--- config.mk ---
export PLATFORM = sky130hd
export DESIGN_NAME = apu_exec
export DESIGN_NICKNAME = d
export VERILOG_FILES = /design/src/design/apu_pkg.sv /design/src/design/apu_exec.sv
export SDC_FILE = /design/constraint.sdc
export NUM_CORES = 2
export LEC_CHECK = 0
export BUFFER_PORTS_ARGS = -buffer_cell sky130_fd_sc_hd__buf_4
export CORE_UTILIZATION = 62
export DETAILED_ROUTE_END_ITERATION = 7
export PLACE_DENSITY = 0.87
export REMOVE_ABC_BUFFERS = 1
export SYNTH_ARGS = -nofsm -noshare
export SYNTH_HDL_FRONTEND = slang
export SYNTH_SLANG_ARGS = --single-unit
--- constraint.sdc ---
create_clock -name clk_i -period 4.1 [get_ports clk_i]
set_clock_uncertainty 0.05 [all_clocks]
set_input_delay 0.205 -clock clk_i [delete_from_list [all_inputs] [get_ports clk_i]]
set_output_delay 0.205 -clock clk_i [all_outputs]
set_load 0.02 [all_outputs]
--- src/design/apu_pkg.sv ---
package apu_pkg;

	localparam int INSTR_W = 32;
	localparam int REG_ADDR_W = 6;
	localparam int NUM_REGS = 1 << REG_ADDR_W;
	localparam int DATA_W = 32;
	localparam int NUM_RD_PORTS = 3;
	localparam int NUM_WR_PORTS = 1;

	// Latency classes. Code 0 is not used.
	localparam logic [1:0] LAT_SINGLE = 2'd1;
	localparam logic [1:0] LAT_PIPE = 2'd2;
	localparam logic [1:0] LAT_MULTI = 2'd3;

	// Instruction fields. The LDI immediate sits in the low bits and is zero-extended.
	localparam int OP_LSB = 30;
	localparam int RD_LSB = 20;
	localparam int RS1_LSB = 12;
	localparam int RS2_LSB = 6;
	localparam int RS3_LSB = 0;
	localparam int IMM_W = 18;

	localparam int DIV_CYCLES = 32;
	localparam int DIV_CNT_W = $clog2(DIV_CYCLES + 1);

	// LDI:  rd = imm
	// SUB:  rd = rs1 - rs2
	// MAC:  rd = rs1 * rs2 + rs3
	// DIV:  rd = rs1 / rs2, all ones when rs2 is zero
	typedef enum logic [1:0] {
		OP_LDI = 2'd0,
		OP_SUB = 2'd1,
		OP_MAC = 2'd2,
		OP_DIV = 2'd3
	} apu_op_e;

endpackage
--- src/design/apu_exec.sv ---
`timescale 1ns/100ps

module apu_exec (
	input  logic                        clk_i,
	input  logic                        rst_ni,
	input  logic                        req_i,
	input  apu_pkg::apu_op_e            op_i,
	input  logic [apu_pkg::DATA_W-1:0]  opa_i,
	input  logic [apu_pkg::DATA_W-1:0]  opb_i,
	input  logic [apu_pkg::DATA_W-1:0]  opc_i,
	input  logic [apu_pkg::DATA_W-1:0]  imm_i,
	output logic                        gnt_o,
	output logic                        rvalid_o,
	output logic [apu_pkg::DATA_W-1:0]  result_o
);
	import apu_pkg::*;

	logic                 single_v;
	logic [DATA_W-1:0]    single_res;
	logic                 mac_start, mac_v1, mac_v2;
	logic [DATA_W-1:0]    prod_q, addend_q, sum_q;
	logic                 div_start, div_busy, div_done, div_step;
	logic [DIV_CNT_W-1:0] div_cnt;
	logic [DATA_W-1:0]    div_rem, div_quo, div_dvs;
	logic [DATA_W:0]      rem_sh;
	logic [DATA_W+1:0]    diff;

	assign gnt_o = (op_i == OP_DIV) ? ~div_busy : 1'b1;

	assign single_v = req_i & gnt_o & (op_i == OP_LDI || op_i == OP_SUB);
	assign single_res = (op_i == OP_LDI) ? imm_i : opa_i - opb_i;

	assign mac_start = req_i & gnt_o & (op_i == OP_MAC);
	assign div_start = req_i & gnt_o & (op_i == OP_DIV);

	// Restoring division, one quotient bit per cycle. A zero divisor
	// always subtracts, so the quotient comes out all ones.
	assign div_step = div_busy & (div_cnt != '0);
	assign div_done = div_busy & (div_cnt == '0);
	assign rem_sh = {div_rem, div_quo[DATA_W-1]};
	assign diff = {1'b0, rem_sh} - {2'b00, div_dvs};

	always_ff @(posedge clk_i or negedge rst_ni) begin
		if (!rst_ni) begin
			mac_v1 <= 1'b0;
			mac_v2 <= 1'b0;
			div_busy <= 1'b0;
			div_cnt <= '0;
		end else begin
			mac_v1 <= mac_start;
			mac_v2 <= mac_v1;
			if (div_start) begin
				div_busy <= 1'b1;
				div_cnt <= DIV_CNT_W'(DIV_CYCLES);
			end else if (div_step) begin
				div_cnt <= div_cnt - 1'b1;
			end else if (div_done) begin
				div_busy <= 1'b0;
			end
		end
	end

	always_ff @(posedge clk_i) begin
		prod_q <= opa_i * opb_i;
		addend_q <= opc_i;
		sum_q <= prod_q + addend_q;
		if (div_start) begin
			div_rem <= '0;
			div_quo <= opa_i;
			div_dvs <= opb_i;
		end else if (div_step) begin
			div_rem <= diff[DATA_W+1] ? rem_sh[DATA_W-1:0] : diff[DATA_W-1:0];
			div_quo <= {div_quo[DATA_W-2:0], ~diff[DATA_W+1]};
		end
	end

	assign rvalid_o = single_v | mac_v2 | div_done;

	always_comb begin
		if (div_done)
			result_o = div_quo;
		else if (mac_v2)
			result_o = sum_q;
		else
			result_o = single_res;
	end

	// The dispatcher's stall rules keep the three paths from colliding.
	assert property (@(posedge clk_i) disable iff (!rst_ni)
		$onehot0({single_v, mac_v2, div_done}));

endmodule

Word level (Yosys, flattened, before mapping). Cells that the tools add are included. Widths: inputs -> output; s select.

Output and inout port bits: 34. Logic and storage cells: 48. Bits in registers: 201.

Reduce and logical (&&, ||, !) cells: 7. $add $sub $neg: 4. Multiply operators: 1. Bitwise logic cells: 10. Equal/unequal tests: 4. Mux-type cells: 12.

Operators by type and width (number): $mux 32 (6); $sub 33x32->34 (1); $add 32x32->32 (1); $mul 32x32->32 (1); $sub 32x32->32 (1); $mux 6 (2); $and 1x1->1 (6); $logic_not 6->1 (1); $reduce_bool 6->1 (1); $sub 6x1->6 const B (1); $eq 2x2->1 const B (2); $mux 1 (4); $reduce_bool 2->1 (2); $eq 2x1->1 const B (1); $logic_not 2->1 (1); $ne 2x2->1 const B (1); $not 1->1 (2); $or 1x1->1 (2); $reduce_and 2->1 (1); $logic_or 1x1->1 (1).

Logic depth before layout (Yosys ltp).
Depth in word-level cells: 6. Mapped depth: 27.

Worst setup path after synthesis. Ideal clock, no wire load.

Path type: input to register. Start: in opa_i[12] in the netlist's numbering. End: reg prod_q[31]. Slack: -2.563 ns. Arrival time: 6.541 ns. Library setup time: 0.072 ns. Path buffers: 2. Required time: 3.978 ns. Cell stages on the path: 23. Path through: clkbuf_1 > clkbuf_1 > nand2_1 > fa_1 > inv_1 > fa_1 > fa_1 > inv_1 > fa_1 > inv_1 > fa_1 > fa_1 > fa_1 > fa_1 > ha_1 > and4_1 > a221o_1 > a31oi_1 > o21ai_1 > a211o_1 > a21o_1 > a21oi_1 > xnor2_1.

Cells in the longest elaborated chain, start to end: 1.

Ends and longest elaborated chain: from (decl) (line apu_exec.sv:8) `input logic [apu_pkg::DATA_W-1:0] opa_i,`; $mul 32x32->32 (line apu_exec.sv:64) `prod_q <= opa_i * opb_i;`; to (signal assigned) (line apu_exec.sv:64); to (decl) (line apu_exec.sv:21) `logic [DATA_W-1:0] prod_q, addend_q, sum_q;`.

Every way passes these cells. A chain may end at the register's enable or synchronous reset.

Final worst setup path.
Start: in opa_i[19] in the netlist's numbering. End: reg prod_q[30].

Same word-level chain as after synthesis.

==> summary.txt <==
Finish
  – Fin cells: a little over 4k
  – Layout cells sized above 1: 0.1965
  – Layout area overhead: 24.14%
  – Net count of the finished layout: between 4k and 5k

STA
  – Max frequency: 0.1590 GHz
  – Normalized max-slew margin: 0.1589
  – Minimum clock period: between 6 and 7 ns
  – Endpoints failing setup: 25
  – RSZ-0062 raised after global routing: yes
  – Worst-margin pin slew: about 1.2 ns
  – Setup WS post-layout: -2.188 ns
  – Final Hold Viols: 0
  – Fin crit share: 1.534
  – Final max-slew violation count: 0

Detailed routing
  – Final ANT Viol Nets: 0
  – Iteration-0 DRC Markers: approximately 3.0k
  – Initial DRT Pass Iterations: 6
  – Vias: roughly 25k
  – DR vias/cell: about 6.2
  – Routed length per instance: roughly 24 µm
  – Routed WL: about 100 mm
  – Remaining DRCs: 0

Run
  – Max_cap viols: 0

Synth
  – Mapped Avg Cell Area: 8.914 µm²
  – FF+latch count, synth: about 200
  – Top cell type's share of synthesized area: 0.2996
  – Mapped Area: 0.02746 mm²
  – Netlist cell types: between 70 and 80
  – Number of synthesized flops with an enable pin: 64
  – Ranking of synthesized cells by area: fa_1, ha_1, dfxtp_1
  – Register area share after synthesis: 0.1715
  – Mapped Cells: 3081
  – Fraction of registers with async set/reset: 0.04478
  – Leading area contributor after synthesis: fa_1
  – Predominant post-synthesis flop cell: dfxtp_1
  – Synth warn: 0

Setup path
  – Cell mode on critical path: fa_1
  – Max Fanout on Critical Path: 5
  – CP startpoint kind: input pin
  – Worst path required time: approximately 4.5 ns
  – Worst path max stage delay: between 0.6 and 0.7 ns
  – Cell family with most CP delay: adder cells
  – Critical path's slowest cell: fa_1
  – Crit Path Category: in -> reg
  – Worst path bufs/invs: 4
  – Critical path capture point type: register
  – Worst path arrival time: around 6.7 ns
  – CP Cell Sequence: buf_6, and2_1, fa_1, inv_2, fa_1, fa_1, fa_1, inv_1, fa_1, fa_1, fa_1, fa_1, ha_4, and4_4, a221o_1, buf_6, or3_4, nor3_4, o31ai_1, a21oi_1, xnor2_1

Floorplan
  – Initial Utilization: 0.6334
  – Row Count: 76
  – Die ar.: around 0.045 mm²
  – Height of the die: ~210 µm
  – Io pins: 167
  – Core Area: 0.04336 mm²
  – Die width: ~210 µm

CTS
  – H-tree lvl count: 1
  – Worst-Skew Late Latency: 0.58 ns
  – CTS buffer count: 25
  – Reg clk slew, reported paths: 0.07 ns
  – CTS Root Cell: clkbuf_16
  – Clock sink count: ~200
  – CTS tree: done
  – CTS max path bufs: 3

Placement
  – DP Cell Count: about 4k
  – GPL Wtd Cong: between 1 and 1.5
  – Place WS: -2.720 ns
  – DP Wirelength: between 70 and 80 mm
  – I/O Buffers: between 150 and 200

Global route
  – First-pass GRT wire length: around 150 mm
  – Initial antenna violation count: 8
  – Number of global-route vias before repair: 26.53k
  – Pin count of the biggest net entering global routing: 68
  – Total congestion overflow: 0
  – Gr usage total: 0.4327

Worst hold path
  – Hold Crit Class: in -> reg

Outcome
  – Status: finished with violations
  – Failing checks: negative setup slack
[metrics by stage]
step	util	hold WS, ns	area [µm²]	TNS [ns]
floorplan	-	-0.1406	26980	-47.98
global placement	0.7184	-0.02070	31150	-48.95
detailed placement	0.7184	-0.01752	31150	-51.22
CTS	0.7767	0.001742	33680	-32.11
global route	0.7860	0.03200	34080	-40.22
finish	0.7863	0.02735	34090	-38.37
[cell usage in the layout (no fill, tap or decap), types with 34 or more instances in the layout]
cell / count
ha_1: 202
nor2_1: 123
xor2_1: 46
dlygate4sd3_1: 54
fa_1: 380
and2_1: 222
buf_6: 47
o21ai_1: 34
a21oi_1: 99
buf_4: 385
nand3_1: 35
edfxtp_1: 64
o21ai_0: 85
a21o_1: 40
inv_1: 473
nand2_1: 427
xnor2_1: 105
dfxtp_1: 128
[worst register-to-register path: cells and delay by family, from the launching register on]
family,cells,cell delay [ns]
fa+ha+maj,1,0.40
xor+xnor,1,0.20
flops,1,0.31
simple gates,1,0.27
compound gates,7,2.17
[layout make-up]
cell class / count / area [µm²]
clock inverters: 16 / 210.2
flip-flops and latches: 201 / 4710
multi-input cells: 2255 / 21340
repair buffers: 517 / 4568
clock buffers: 30 / 654.4
well taps: 585 / 732.0
inverters: 498 / 1873
diodes: 4 / 10.01
fillers: 2747 / 9268
[final timing paths]
check	start	endpoint	slack, ns	cells past startpoint
max in group asynchronous	rst_ni	mac_v2	3.08	3
min in group asynchronous	rst_ni	div_cnt[0]	0.61	3
max	opa_i[19]	prod_q[30]	-2.19	21
min reg2reg	mac_v1	mac_v2	0.31	0
min	opb_i[5]	div_dvs[5]	0.03	2
max reg2reg	prod_q[8]	sum_q[31]	0.61	10
[state kept, by name, summed over array words and instances (netlist names)]
signal    cells
sum_q        32
div_dvs      32
div_quo      32
prod_q       32
mac_v1        1
div_busy      1
mac_v2        1
div_rem      32
addend_q     32
div_cnt       6
[timing repair]
action | in CTS | in global routing
endpoints found under the setup margin | 24 | 26
pin swaps | 121 | 73
gates cloned | 3 | 0
hold buffers | 54 | 0
buffers inserted | 16 | 15
resized for setup | 207 | 83
hold endpoints to repair | 60 | 0
[logic make-up (layout without fill, tap and decap cells)]
logic type | after synthesis | in the layout | synth area share
fa+ha+maj | 646 | 646 | 0.4067
mux | 26 | 26 | 0.009567
compound gates | 458 | 458 | 0.1092
xor+xnor | 159 | 159 | 0.05071
flops | 201 | 201 | 0.1715
other cells | 0 | 4 | 0
buf+inv | 625 | 1061 | 0.08551
simple gates | 966 | 966 | 0.1669
[synthesized netlist by cell type, types with 4 or more instances]
cell type	number
inv_1	495
nand2_1	431
fa_1	411
and2_1	253
ha_1	235
dfxtp_1	128
nor2_1	128
clkbuf_1	117
xnor2_1	112
a21oi_1	110
o21ai_0	88
edfxtp_1	64
xor2_1	47
a21o_1	41
nand3_1	35
o21ai_1	35
nor3_1	32
o21a_1	25
mux2i_1	24
or3_1	21
and3_1	18
a211oi_1	17
a31oi_1	17
nor2b_1	15
o211ai_1	15
o31ai_1	15
nand2b_1	11
o21bai_1	11
a221o_1	9
dfrtp_1	9
buf_1	8
a211o_1	7
o31a_1	7
a21boi_0	6
a22oi_1	6
a311oi_1	6
a221oi_1	5
and4_1	5
o21ai_2	5
nor4_1	4
o211a_1	4
[per-layer routing]
metal | vias up | global-route usage | wire length [µm]
met1 | 12290 | 0.5240 | 34580
met3 | 603 | 0.1162 | 13380
met5 | - | 0 | 22
met2 | 1947 | 0.7009 | 44630
li1 | 10610 | - | -
met4 | 4 | 0.2391 | 7451
Power is left out: the tool's default activity adds up to more than one toggle a clock period on the data nets, which glitch-free logic cannot reach.
