File: src/design/apu_pkg.sv
package apu_pkg;

	localparam int INSTR_W = 32;
	localparam int REG_ADDR_W = 6;
	localparam int NUM_REGS = 1 << REG_ADDR_W;
	localparam int DATA_W = 32;
	localparam int NUM_RD_PORTS = 3;
	localparam int NUM_WR_PORTS = 1;

	// Latency classes. Code 0 is not used.
	localparam logic [1:0] LAT_SINGLE = 2'd1;
	localparam logic [1:0] LAT_PIPE = 2'd2;
	localparam logic [1:0] LAT_MULTI = 2'd3;

	// Instruction fields. The LDI immediate sits in the low bits and is zero-extended.
	localparam int OP_LSB = 30;
	localparam int RD_LSB = 20;
	localparam int RS1_LSB = 12;
	localparam int RS2_LSB = 6;
	localparam int RS3_LSB = 0;
	localparam int IMM_W = 18;

	localparam int DIV_CYCLES = 32;
	localparam int DIV_CNT_W = $clog2(DIV_CYCLES + 1);

	// LDI:  rd = imm
	// SUB:  rd = rs1 - rs2
	// MAC:  rd = rs1 * rs2 + rs3
	// DIV:  rd = rs1 / rs2, all ones when rs2 is zero
	typedef enum logic [1:0] {
		OP_LDI = 2'd0,
		OP_SUB = 2'd1,
		OP_MAC = 2'd2,
		OP_DIV = 2'd3
	} apu_op_e;

endpackage
File: src/design/apu_disp.sv
`timescale 1ns/100ps

module apu_disp (
	input  logic                                                  clk_i,
	input  logic                                                  rst_ni,
	input  logic                                                  enable_i,
	input  logic [1:0]                                            lat_i,
	input  logic [apu_pkg::REG_ADDR_W-1:0]                        waddr_i,
	input  logic [apu_pkg::NUM_RD_PORTS-1:0][apu_pkg::REG_ADDR_W-1:0] read_regs_i,
	input  logic [apu_pkg::NUM_RD_PORTS-1:0]                      read_regs_valid_i,
	input  logic [apu_pkg::NUM_WR_PORTS-1:0][apu_pkg::REG_ADDR_W-1:0] write_regs_i,
	input  logic [apu_pkg::NUM_WR_PORTS-1:0]                      write_regs_valid_i,
	input  logic                                                  gnt_i,
	input  logic                                                  rvalid_i,
	output logic                                                  req_o,
	output logic [apu_pkg::REG_ADDR_W-1:0]                        waddr_o,
	output logic                                                  read_dep_o,
	output logic                                                  write_dep_o,
	output logic                                                  stall_o,
	output logic                                                  active_o
);
	import apu_pkg::*;

	logic [REG_ADDR_W-1:0] addr_inflight, addr_inflight_d;
	logic [REG_ADDR_W-1:0] addr_waiting, addr_waiting_d;
	logic                  valid_inflight, valid_inflight_d;
	logic                  valid_waiting, valid_waiting_d;
	logic                  valid_req;
	logic                  req_accepted;
	logic                  returned_req;
	logic                  returned_inflight;
	logic                  returned_waiting;
	logic                  active;
	logic [1:0]            last_lat;
	logic                  read_dep_inflight, read_dep_waiting;
	logic                  write_dep_inflight, write_dep_waiting;
	logic                  stall_full, stall_type, stall_nack;

	assign valid_req = enable_i & ~(stall_full | stall_type);
	assign req_accepted = valid_req & gnt_i;

	// A return is owned by the oldest outstanding entry. A request returns
	// in its own cycle only when nothing else is outstanding.
	assign returned_req = valid_req & rvalid_i & ~valid_inflight & ~valid_waiting;
	assign returned_inflight = valid_inflight & rvalid_i & ~valid_waiting;
	assign returned_waiting = valid_waiting & rvalid_i;

	always_comb begin
		valid_inflight_d = valid_inflight;
		valid_waiting_d = valid_waiting;
		addr_inflight_d = addr_inflight;
		addr_waiting_d = addr_waiting;
		if (req_accepted && !returned_req) begin
			valid_inflight_d = 1'b1;
			addr_inflight_d = waddr_i;
			if ((valid_inflight && !returned_inflight) || returned_waiting) begin
				valid_waiting_d = 1'b1;
				addr_waiting_d = addr_inflight;
			end
		end else if (returned_inflight) begin
			valid_inflight_d = 1'b0;
			valid_waiting_d = 1'b0;
			addr_inflight_d = '0;
			addr_waiting_d = '0;
		end else if (returned_waiting) begin
			valid_waiting_d = 1'b0;
			addr_waiting_d = '0;
		end
	end

	always_ff @(posedge clk_i or negedge rst_ni) begin
		if (!rst_ni) begin
			valid_inflight <= 1'b0;
			valid_waiting <= 1'b0;
			addr_inflight <= '0;
			addr_waiting <= '0;
			last_lat <= '0;
		end else begin
			valid_inflight <= valid_inflight_d;
			valid_waiting <= valid_waiting_d;
			addr_inflight <= addr_inflight_d;
			addr_waiting <= addr_waiting_d;
			if (valid_req) begin
				last_lat <= lat_i;
			end
		end
	end

	assign active = valid_inflight | valid_waiting;

	// Sources and destination of the new request against outstanding entries.
	always_comb begin
		read_dep_inflight = 1'b0;
		read_dep_waiting = 1'b0;
		write_dep_inflight = 1'b0;
		write_dep_waiting = 1'b0;
		for (int i = 0; i < NUM_RD_PORTS; i++) begin
			if (read_regs_valid_i[i] && read_regs_i[i] == addr_inflight)
				read_dep_inflight = valid_inflight;
			if (read_regs_valid_i[i] && read_regs_i[i] == addr_waiting)
				read_dep_waiting = valid_waiting;
		end
		for (int i = 0; i < NUM_WR_PORTS; i++) begin
			if (write_regs_valid_i[i] && write_regs_i[i] == addr_inflight)
				write_dep_inflight = valid_inflight;
			if (write_regs_valid_i[i] && write_regs_i[i] == addr_waiting)
				write_dep_waiting = valid_waiting;
		end
	end

	assign read_dep_o = read_dep_inflight | read_dep_waiting;
	assign write_dep_o = write_dep_inflight | write_dep_waiting;

	// Pipelined ops may overlap each other but never a multicycle one.
	assign stall_full = valid_inflight & valid_waiting;
	assign stall_type = enable_i & active &
		((lat_i == LAT_SINGLE) || (lat_i == LAT_MULTI) ||
		 (lat_i == LAT_PIPE && last_lat == LAT_MULTI));
	assign stall_nack = valid_req & ~gnt_i;
	assign stall_o = stall_full | stall_type | stall_nack;

	assign req_o = valid_req;
	assign active_o = active;

	always_comb begin
		waddr_o = '0;
		if (returned_req)
			waddr_o = waddr_i;
		if (returned_inflight)
			waddr_o = addr_inflight;
		if (returned_waiting)
			waddr_o = addr_waiting;
	end

	assert property (@(posedge clk_i) disable iff (!rst_ni)
		rvalid_i |-> (req_o || active));

	assert property (@(posedge clk_i) disable iff (!rst_ni)
		valid_waiting |-> valid_inflight);

endmodule

File: config.mk
export PLATFORM = sky130hd
export DESIGN_NAME = apu_disp
export DESIGN_NICKNAME = d
export VERILOG_FILES = /design/src/design/apu_pkg.sv /design/src/design/apu_disp.sv
export SDC_FILE = /design/constraint.sdc
export NUM_CORES = 1
export LEC_CHECK = 0
export BUFFER_PORTS_ARGS = -buffer_cell sky130_fd_sc_hd__buf_2
export CAP_MARGIN = 20
export CELL_PAD_IN_SITES_DETAIL_PLACEMENT = 0
export CELL_PAD_IN_SITES_GLOBAL_PLACEMENT = 2
export CORE_ASPECT_RATIO = 1.25
export CORE_MARGIN = 5
export CORE_UTILIZATION = 28
export CTS_CLUSTER_DIAMETER = 50
export DETAILED_ROUTE_END_ITERATION = 10
export GPL_TIMING_DRIVEN = 0
export PLACE_DENSITY = 0.79
export SLEW_MARGIN = 30
export SYNTH_ARGS = -nofsm -noshare
export SYNTH_HDL_FRONTEND = slang
export SYNTH_SLANG_ARGS = --single-unit
File: constraint.sdc
create_clock -name clk_i -period 1.9 [get_ports clk_i]
set_input_delay 0.38 -clock clk_i [delete_from_list [all_inputs] [get_ports clk_i]]
set_output_delay 0.38 -clock clk_i [all_outputs]
set_load 0.05 [all_outputs]
# Word level (Yosys, flattened, before mapping)

Index checks and enable logic that the tools add are counted.

Eq/ne operators: 13
Mux-type cells: 23
Bitwise operators: 21
Reduce and logical (&&, ||, !) cells: 19

Operator list:

| operator                                                                 | count |
|---|---|
| 6-bit 2-to-1 mux                                                         | 9 |
| 6-bit == test                                                            | 8 |
| 1-bit 2-to-1 mux                                                         | 14 |
| 1-bit bitwise AND                                                        | 12 |
| 1-bit logical AND                                                        | 11 |
| 2-bit == test (second input constant)                                    | 3 |
| 1-bit bitwise OR                                                         | 5 |
| 1-bit NOT                                                                | 4 |
| 1-bit logical OR                                                         | 3 |
| 3-bit nonzero test                                                       | 1 |
| 2-bit by 1-bit == test with 1-bit output (second input constant)         | 1 |
| 1-bit logical NOT                                                        | 2 |
| 2-bit by 1-bit inequality test with 1-bit output (second input constant) | 1 |
| 2-bit AND reduction                                                      | 1 |
| 2-bit nonzero test                                                       | 1 |

Flip-flop bits (word level): 16
Input port bits: 41
Output and inout bits: 11
Word-level logic and storage cells: 81

# Depth between registers and ports, before layout

Gate-level depths: netlist of the first run.

Word-level depth: 14
Gate-level depth with buffers: 7

# Worst setup path before layout of the first run

Ideal clock, no wire load.

Kind: register -> output
Start point: register valid_inflight
End point: output port waddr_o[1] (netlist bit)
Arrival: 1.860 ns
Setup slack: -0.340 ns
Cell stages (with the launch flop): 7
Cell sequence: dfrtp_1 -> buf_4 -> nor2_1 -> and3_1 -> clkbuf_1 -> a221oi_1 -> a21oi_1

Cells in the longest elaborated chain, start to end: 12

Ends and longest elaborated chain:

| item                           | line            | source |
|---|---|---|
| start, declared                | apu_disp.sv:26  | `logic valid_inflight, valid_inflight_d;` |
| start signal, assigned         | apu_disp.sv:79  | `valid_inflight <= valid_inflight_d;` |
| 1-bit bitwise OR               | apu_disp.sv:89  | `assign active = valid_inflight \| valid_waiting;` |
| 1-bit bitwise AND (2 in a row) | apu_disp.sv:116 | `assign stall_type = enable_i & active &` |
| 1-bit bitwise OR               | apu_disp.sv:39  | `assign valid_req = enable_i & ~(stall_full \| stall_type);` |
| 1-bit NOT                      | apu_disp.sv:39  |  |
| 1-bit bitwise AND              | apu_disp.sv:39  |  |
| 1-bit bitwise AND (3 in a row) | apu_disp.sv:44  | `assign returned_req = valid_req & rvalid_i & ~valid_inflight & ~valid_waiting;` |
| 6-bit 2-to-1 mux               | apu_disp.sv:127 | `if (returned_req)` |
| 6-bit 2-to-1 mux *             | apu_disp.sv:129 | `if (returned_inflight)` |
| 6-bit 2-to-1 mux *             | apu_disp.sv:131 | `if (returned_waiting)` |
| end, declared                  | apu_disp.sv:16  | `output logic [apu_pkg::REG_ADDR_W-1:0] waddr_o,` |

Every way passes the cells marked *; elsewhere a longest branch is shown, timed or not.

# Worst setup path after layout of the first run

Start point: register valid_waiting
End point: output port waddr_o[3] (netlist bit)

Cells in the longest elaborated chain, start to end: 12

Ends and longest elaborated chain:

| item                           | line            | source |
|---|---|---|
| start, declared                | apu_disp.sv:27  | `logic valid_waiting, valid_waiting_d;` |
| start signal, assigned         | apu_disp.sv:80  | `valid_waiting <= valid_waiting_d;` |
| 1-bit bitwise OR               | apu_disp.sv:89  |  |
| 1-bit bitwise AND (2 in a row) | apu_disp.sv:116 |  |
| 1-bit bitwise OR               | apu_disp.sv:39  |  |
| 1-bit NOT                      | apu_disp.sv:39  |  |
| 1-bit bitwise AND              | apu_disp.sv:39  |  |
| 1-bit bitwise AND (3 in a row) | apu_disp.sv:44  |  |
| 6-bit 2-to-1 mux               | apu_disp.sv:127 |  |
| 6-bit 2-to-1 mux               | apu_disp.sv:129 |  |
| 6-bit 2-to-1 mux *             | apu_disp.sv:131 |  |

Marked as above.

==> results of run 1 <==
synth_stat cells (2+ instances only):
master	instances	area share
inv_1	8	0.020
and2_1	2	0.0084
xor2_1	24	0.14
nor4_1	8	0.034
a221oi_1	6	0.035
a21oi_1	6	0.020
buf_4	2	0.010
a21o_1	2	0.010
nand4_1	8	0.034
o31ai_1	2	0.010
buf_2	6	0.020
a211o_1	2	0.012
o21ai_0	7	0.023
mux2i_1	6	0.040
nor2_1	2	0.0050
dfrtp_1	16	0.27
clkbuf_1	10	0.025
nand2_1	21	0.053
nand3_1	2	0.0067
xnor2_1	24	0.14
final timing paths:
path,to,cells past startpoint
max,waddr_o[3],6
min,last_lat[1],1
max reg2reg,valid_waiting,6
min reg2reg,last_lat[0],1
max in group asynchronous,addr_waiting[3],1
min in group clk_i,addr_inflight[5],3
metrics by stage:
stage	setup TNS, ns	worst slack, ns	utilization	power [mW]
4_1_cts	-0.585	-0.121	0.442	2.97
3_3_place_gp	-1.61	-0.254	0.371	2.18
6_report	-0.660	-0.110	0.454	3.03
5_1_grt	-1.17	-0.161	0.454	3.22
3_5_place_dp	-1.62	-0.257	0.371	2.19
2_1_floorplan	0	0.0407	-	1.80
area by class of cell:
type / instances / share of cell area
buffer: 10 / 0.0469
tap: 62 / 0.0334
timing repair buffer: 59 / 0.169
multi-input combinational: 134 / 0.539
sequential: 16 / 0.176
inverter: 8 / 0.0129
clock buffer: 4 / 0.0237
timing repair:
action | CTS | global route
setup buffers | 7 | 0
resized for setup | 62 | 14
pin swaps | 15 | 7
hold endpoints to repair | 0 | 0
endpoints found under the setup margin | 9 | 10
gates cloned | 1 | 0
cells in the final DEF (no fill, tap or decap), drive strengths merged, types with 6 or more instances in the layout:
cell type | Yosys | final
o21ai | 7 | 7
xnor2 | 24 | 24
nand2 | 21 | 21
a21oi | 6 | 6
xor2 | 24 | 24
inv | 8 | 8
a221oi | 6 | 6
dfrtp | 16 | 16
nand4 | 8 | 8
clkbuf | 10 | 6
mux2i | 6 | 6
nor4 | 8 | 8
buf | 10 | 67
state kept, by name (all words and copies together) (netlist names):
signal / flops
addr_inflight: 6
addr_waiting: 6
last_lat: 2
valid_inflight: 1
valid_waiting: 1
worst reg2reg max path: cells and delay by family, from the launching register on:
kind            cells  cell delay, ns
buf+inv             1            0.15
simple gates        2            0.38
compound gates      2            0.37
mux                 1            0.30
flops               1            0.41
metal layers:
| metal | vias up | share of wire |
|---|---|---|
| met2 | 39 | 0.53 |
| met1 | 669 | 0.42 |
| met4 | 0 | 0.0019 |
| met5 | - | 0 |
| met3 | 2 | 0.052 |
| li1 | 715 | - |
kinds of logic after synthesis:
family | count (synthesis) | share of synthesized area
simple gates | 48 | 0.165
compound gates | 30 | 0.142
mux | 8 | 0.0578
flops | 16 | 0.268
buf+inv | 28 | 0.0854
xor+xnor | 48 | 0.281
where the power goes:
part	internal, mW	switching [mW]	leakage (nW)
Clock	0.184	0.119	0.0288
Combinational	0.951	1.15	0.772
Sequential	0.461	0.170	0.202
Total	1.60	1.44	1.00
==> metrics.md, run 1 <==
| Metric | Value |
|---|---|
| Status | complete, but fails checks |
| Failing checks | setup timing |
| Final Worst Setup Slack | -0.110 ns |
| Final Skew | 0.00681 ns |
| Slew @ Worst Pin | 0.388 ns |
| Crit Path Class | reg2out |
| Tmin final | 2.01 ns |
| FF/Latch Area | 408 um2 |
| DP Cell Count | 291 |
| Clock tree buffer depth | 2 |
| Met3 Use GR | 0.0153 |
| Clk sinks | 16 |
| Nets | 273 |
| Clock root cell | clkbuf_8 |
| Synthesized area | 1490 um2 |
| F_max | 498 MHz |
| Area of the multi-input gates | 1250 um2 |
| Layout cells sized above 1 | 0.485 |
| First-pass GRT wire length | 7.73 mm |
| Worst hold path class | in2async |
| Final setup viols | 8 |
| Buf+Inv Stages, Crit Path | 3 |
| Core area | 5120 um2 |
| EDFF count, synth | 0 |
| Worst IR Drop VDD | 0.728 mV |
| Slew Limit Headroom | 0.742 |
| Die area | 6910 um2 |
| Mean Syn Cell Area | 8.39 um2 |
| RSZ-0062 raised after global routing | true |
| GRT busiest layer | met2 |
| Synth Warn # | 0 |
| CP endpoint kind | output pin |
| Cells along the critical path | buf_4 > and2_4 > clkbuf_16 > a221oi_4 > a21oi_4 > buf_6 |
| Number of global-route vias before repair | 1626 |
| Starting Density | 0.292 |
| Port Buffers | 51 |
| Total CTS buffers | 3 |
| Worst R2R Setup Slack | 0.17 ns |
| Ys async rst share | 1.00 |
| WL per Instance | 16.2 um |
| Post-DR vias/cell | 4.86 |
| DP Area | 1900 um2 |
| Syn nets | 219 |
| Synth unique cells | 34 |
| Final ANT Viol Nets | 0 |
| Worst path max stage delay | 0.39 ns |
| Die Y | 91.7 um |
| Vias | 1425 |
| Die X-Extent | 75.3 um |
| Largest net degree at the start of global routing | 17 |
| Worst Path Max Fanout | 10 |
| PD cells | 1310 nW/um2 |
| GRT Total Usage | 0.142 |
| CTS tree | built |
| GPL Wtd Cong | 0.790 |
| Worst setup SP type | register |
| Final Cycle Share | 1.06 |
| Filler cell count | 509 |
| Pleak | 1.00 nW |
| R2R Path Start | last_lat[0] |
| Clock-pin slew on the worst setup and hold paths | 0.07 ns |
| Ant. Diodes | 0 |
| Initial antenna violation count | 0 |
| CTS Hold Bufs | 0 |
| CP max stage cell | dfrtp_1 |
| Worst skew pair latency | 0.25 ns |
| Crit-path leading delay family | buffers and inverters |
| Fin. Hold Viols | 0 |
| Drt first pass iters | 4 |
| DR iter-0 viols | 32 |
| GRT overflow | 0 |
| Register area share after synthesis | 0.268 |
| Main flop type after synthesis | dfrtp_1 |
| Area Overhead vs Synth | 55.4% |
| Hpwl dp | 3.58 mm |
| WP data arrival | 1.63 ns |
| I/O pin total | 52 |
| Core Rows | 29 |
| Fin cells | 293 |
| Met2 usage | 0.254 |
| Met1 Use GR | 0.180 |
| Final wirelength | 4.74 mm |
| Worst setup path start | valid_waiting |
| H-Tree Depth | 1 |
| Mapped Cells | 178 |
| Hold Slack | 0.0427 ns |
| Slew Limit Fails | 0 |
| Worst Path Required | 1.52 ns |
| Maxcap violations | 0 |
| Drt drc | 0 |
| Synth Register Bits | 16 |
| Post-route cell area | 2320 um2 |
Note: power is estimated with default switching activity, not from simulation.
==> inputs of run 2 (changes only) <==
--- a/config.mk
+++ b/config.mk
@@ -13,9 +13,11 @@
 export CORE_MARGIN = 5
 export CORE_UTILIZATION = 28
 export CTS_CLUSTER_DIAMETER = 50
+export CTS_CLUSTER_SIZE = 40
 export DETAILED_ROUTE_END_ITERATION = 10
 export GPL_TIMING_DRIVEN = 0
 export PLACE_DENSITY = 0.79
+export RECOVER_POWER = 25
 export SLEW_MARGIN = 30
 export SYNTH_ARGS = -nofsm -noshare
 export SYNTH_HDL_FRONTEND = slang
==> metrics.md, run 2 (synthesis results as in run 1) <==
| Metric | Value |
|---|---|
| Final ANT Viol Nets | 0 (unchanged) |
| F_max | 498 MHz (unchanged) |
| Pleak | 1.00 nW (-0.27%) |
| I/O pin total | 52 (unchanged) |
| Layout cells sized above 1 | 0.481 (-0.00433) |
| Clock root cell | clkbuf_8 |
| Final Cycle Share | 1.06 (about the same) |
| Ant. Diodes | 0 (unchanged) |
| Tmin final | 2.01 ns (-0.00000100 ns) |
| Nets | 273 (unchanged) |
| Area of the multi-input gates | 1250 um2 (unchanged) |
| Vias | 1426 (+0.070%) |
| Maxcap violations | 0 (unchanged) |
| Slew Limit Fails | 0 (unchanged) |
| Status | complete, but fails checks |
| Initial antenna violation count | 0 (unchanged) |
| DP Cell Count | 291 (unchanged) |
| Core area | 5120 um2 (unchanged) |
| Worst setup SP type | register |
| Most frequent cells in the layout | 41 x buf_2, 24 x xor2_1, 20 x xnor2_1, 20 x nand2_1, 17 x buf_6 |
| Area Overhead vs Synth | 55.3% (about the same) |
| Hpwl dp | 3.58 mm (unchanged) |
| Clk sinks | 16 (unchanged) |
| CP endpoint kind | output pin |
| Final setup viols | 8 (unchanged) |
| Clock-pin slew on the worst setup and hold paths | 0.07 ns (about the same) |
| Crit Path Class | reg2out |
| Post-Place Worst Slack | -0.257 ns (unchanged) |
| Die area | 6910 um2 (unchanged) |
| GPL Wtd Cong | 0.790 (unchanged) |
| FF/Latch Area | 408 um2 (unchanged) |
| H-Tree Depth | 1 (unchanged) |
| WL per Instance | 16.2 um (about the same) |
| Die Y | 91.7 um (unchanged) |
| Worst R2R Setup Slack | 0.17 ns (about the same) |
| Worst skew pair latency | 0.25 ns (about the same) |
| Worst Path Required | 1.52 ns (about the same) |
| Number of global-route vias before repair | 1626 (unchanged) |
| Die X-Extent | 75.3 um (unchanged) |
| Worst IR Drop VDD | 0.728 mV (about the same) |
| First-pass GRT wire length | 7.73 mm (unchanged) |
| Fin. Hold Viols | 0 (unchanged) |
| Starting Density | 0.292 (unchanged) |
| Core Rows | 29 (unchanged) |
| Slew @ Worst Pin | 0.926 ns (+0.538 ns) |
| Layout Utilization | 0.453 (about the same) |
| Slew Limit Headroom | 0.383 (-0.359) |
| CTS tree | built |
| Worst Path Max Fanout | 10 (unchanged) |
| Final Worst Setup Slack | -0.110 ns (+0.00000100 ns) |
| Final wirelength | 4.74 mm (about the same) |
| Final Skew | 0.00681 ns (unchanged) |
| GRT Total Usage | 0.142 (unchanged) |
| Hold Slack | 0.241 ns (+0.199 ns) |
| Post-DR vias/cell | 4.87 (about the same) |
| Port Buffers | 51 (unchanged) |
| Failing checks | setup timing |
| Most common cell after layout, fill and taps aside | buf_2 |
| Clock tree buffer depth | 2 (unchanged) |
| RSZ-0062 raised after global routing | true |
| Largest regs | addr_inflight: 6 flops, addr_waiting: 6 flops, last_lat: 2 flops |
| PD cells | 1310 nW/um2 (about the same) |
| Drt drc | 0 (unchanged) |
| WP data arrival | 1.63 ns (about the same) |
| Worst hold path class | in2async |
| GRT overflow | 0 (unchanged) |
| Total CTS buffers | 3 (unchanged) |
| DR iter-0 viols | 32 (unchanged) |
| Sum Neg Setup Slack | -0.660 ns (+0.00000200 ns) |
| Largest net degree at the start of global routing | 17 (unchanged) |
| Fin cells | 293 (unchanged) |
| Filler cell count | 510 (+0.20%) |
| CTS Hold Bufs | 0 (unchanged) |
| Drt first pass iters | 4 (unchanged) |
## run 2: path summary, 6_finish.rpt
path	startpoint	to	cells past startpoint
worst max-delay path	valid_waiting	waddr_o[3]	6
worst max register to register	last_lat[0]	valid_waiting	6
max in group asynchronous	rst_ni	addr_waiting[3]	1
worst min-delay path	rst_ni	last_lat[1]	1
worst min register to register	last_lat[0]	last_lat[0]	1
min in group clk_i	waddr_i[5]	addr_inflight[5]	3
## run 2: routing by layer
layer  part of all wire  vias to the layer above  track usage  wire length [um]
met3              0.052                        2       0.0153               244
met4             0.0019                        0       0.0306                 9
li1                   -                      715            -                 -
met1               0.42                      670        0.180              1970
met5                  0                        -            0                 0
met2               0.53                       39        0.254              2510
## run 2: power breakdown
part | internal, mW | switching (mW)
Sequential | 0.461 | 0.170
Clock | 0.184 | 0.119
Combinational | 0.951 | 1.15
## run 2: stage by stage
stage               total power [mW]  cell area (um2)
detailed placement              2.19             1900
global placement                2.18             1900
global route                    3.22             2320
floorplan                       1.80             1560
CTS                             2.97             2260
finish                          3.03             2320
## run 2: critical path, cell delays in order (launching register included)
cell and delay [ns]:
dfrtp_1 0.39, buf_4 0.20, and2_4 0.19, clkbuf_16 0.17
a221oi_4 0.22, a21oi_4 0.05, buf_6 0.16
## run 2: area by class of cell
cell class / instances / area share
multi-input cells: 134 / 0.539
flip-flops and latches: 16 / 0.176
repair buffers: 59 / 0.168
plain buffers: 10 / 0.0469
well taps: 62 / 0.0334
clock buffers: 4 / 0.0237
inverters: 8 / 0.0129
## run 2: timing repair
action / CTS / global route
pin swaps: 15 / 7
endpoints found under the setup margin: 9 / 10
cloned: 1 / 0
resized for setup: 62 / 14
setup buffers: 7 / 0
endpoints found under the hold margin: 0 / 0
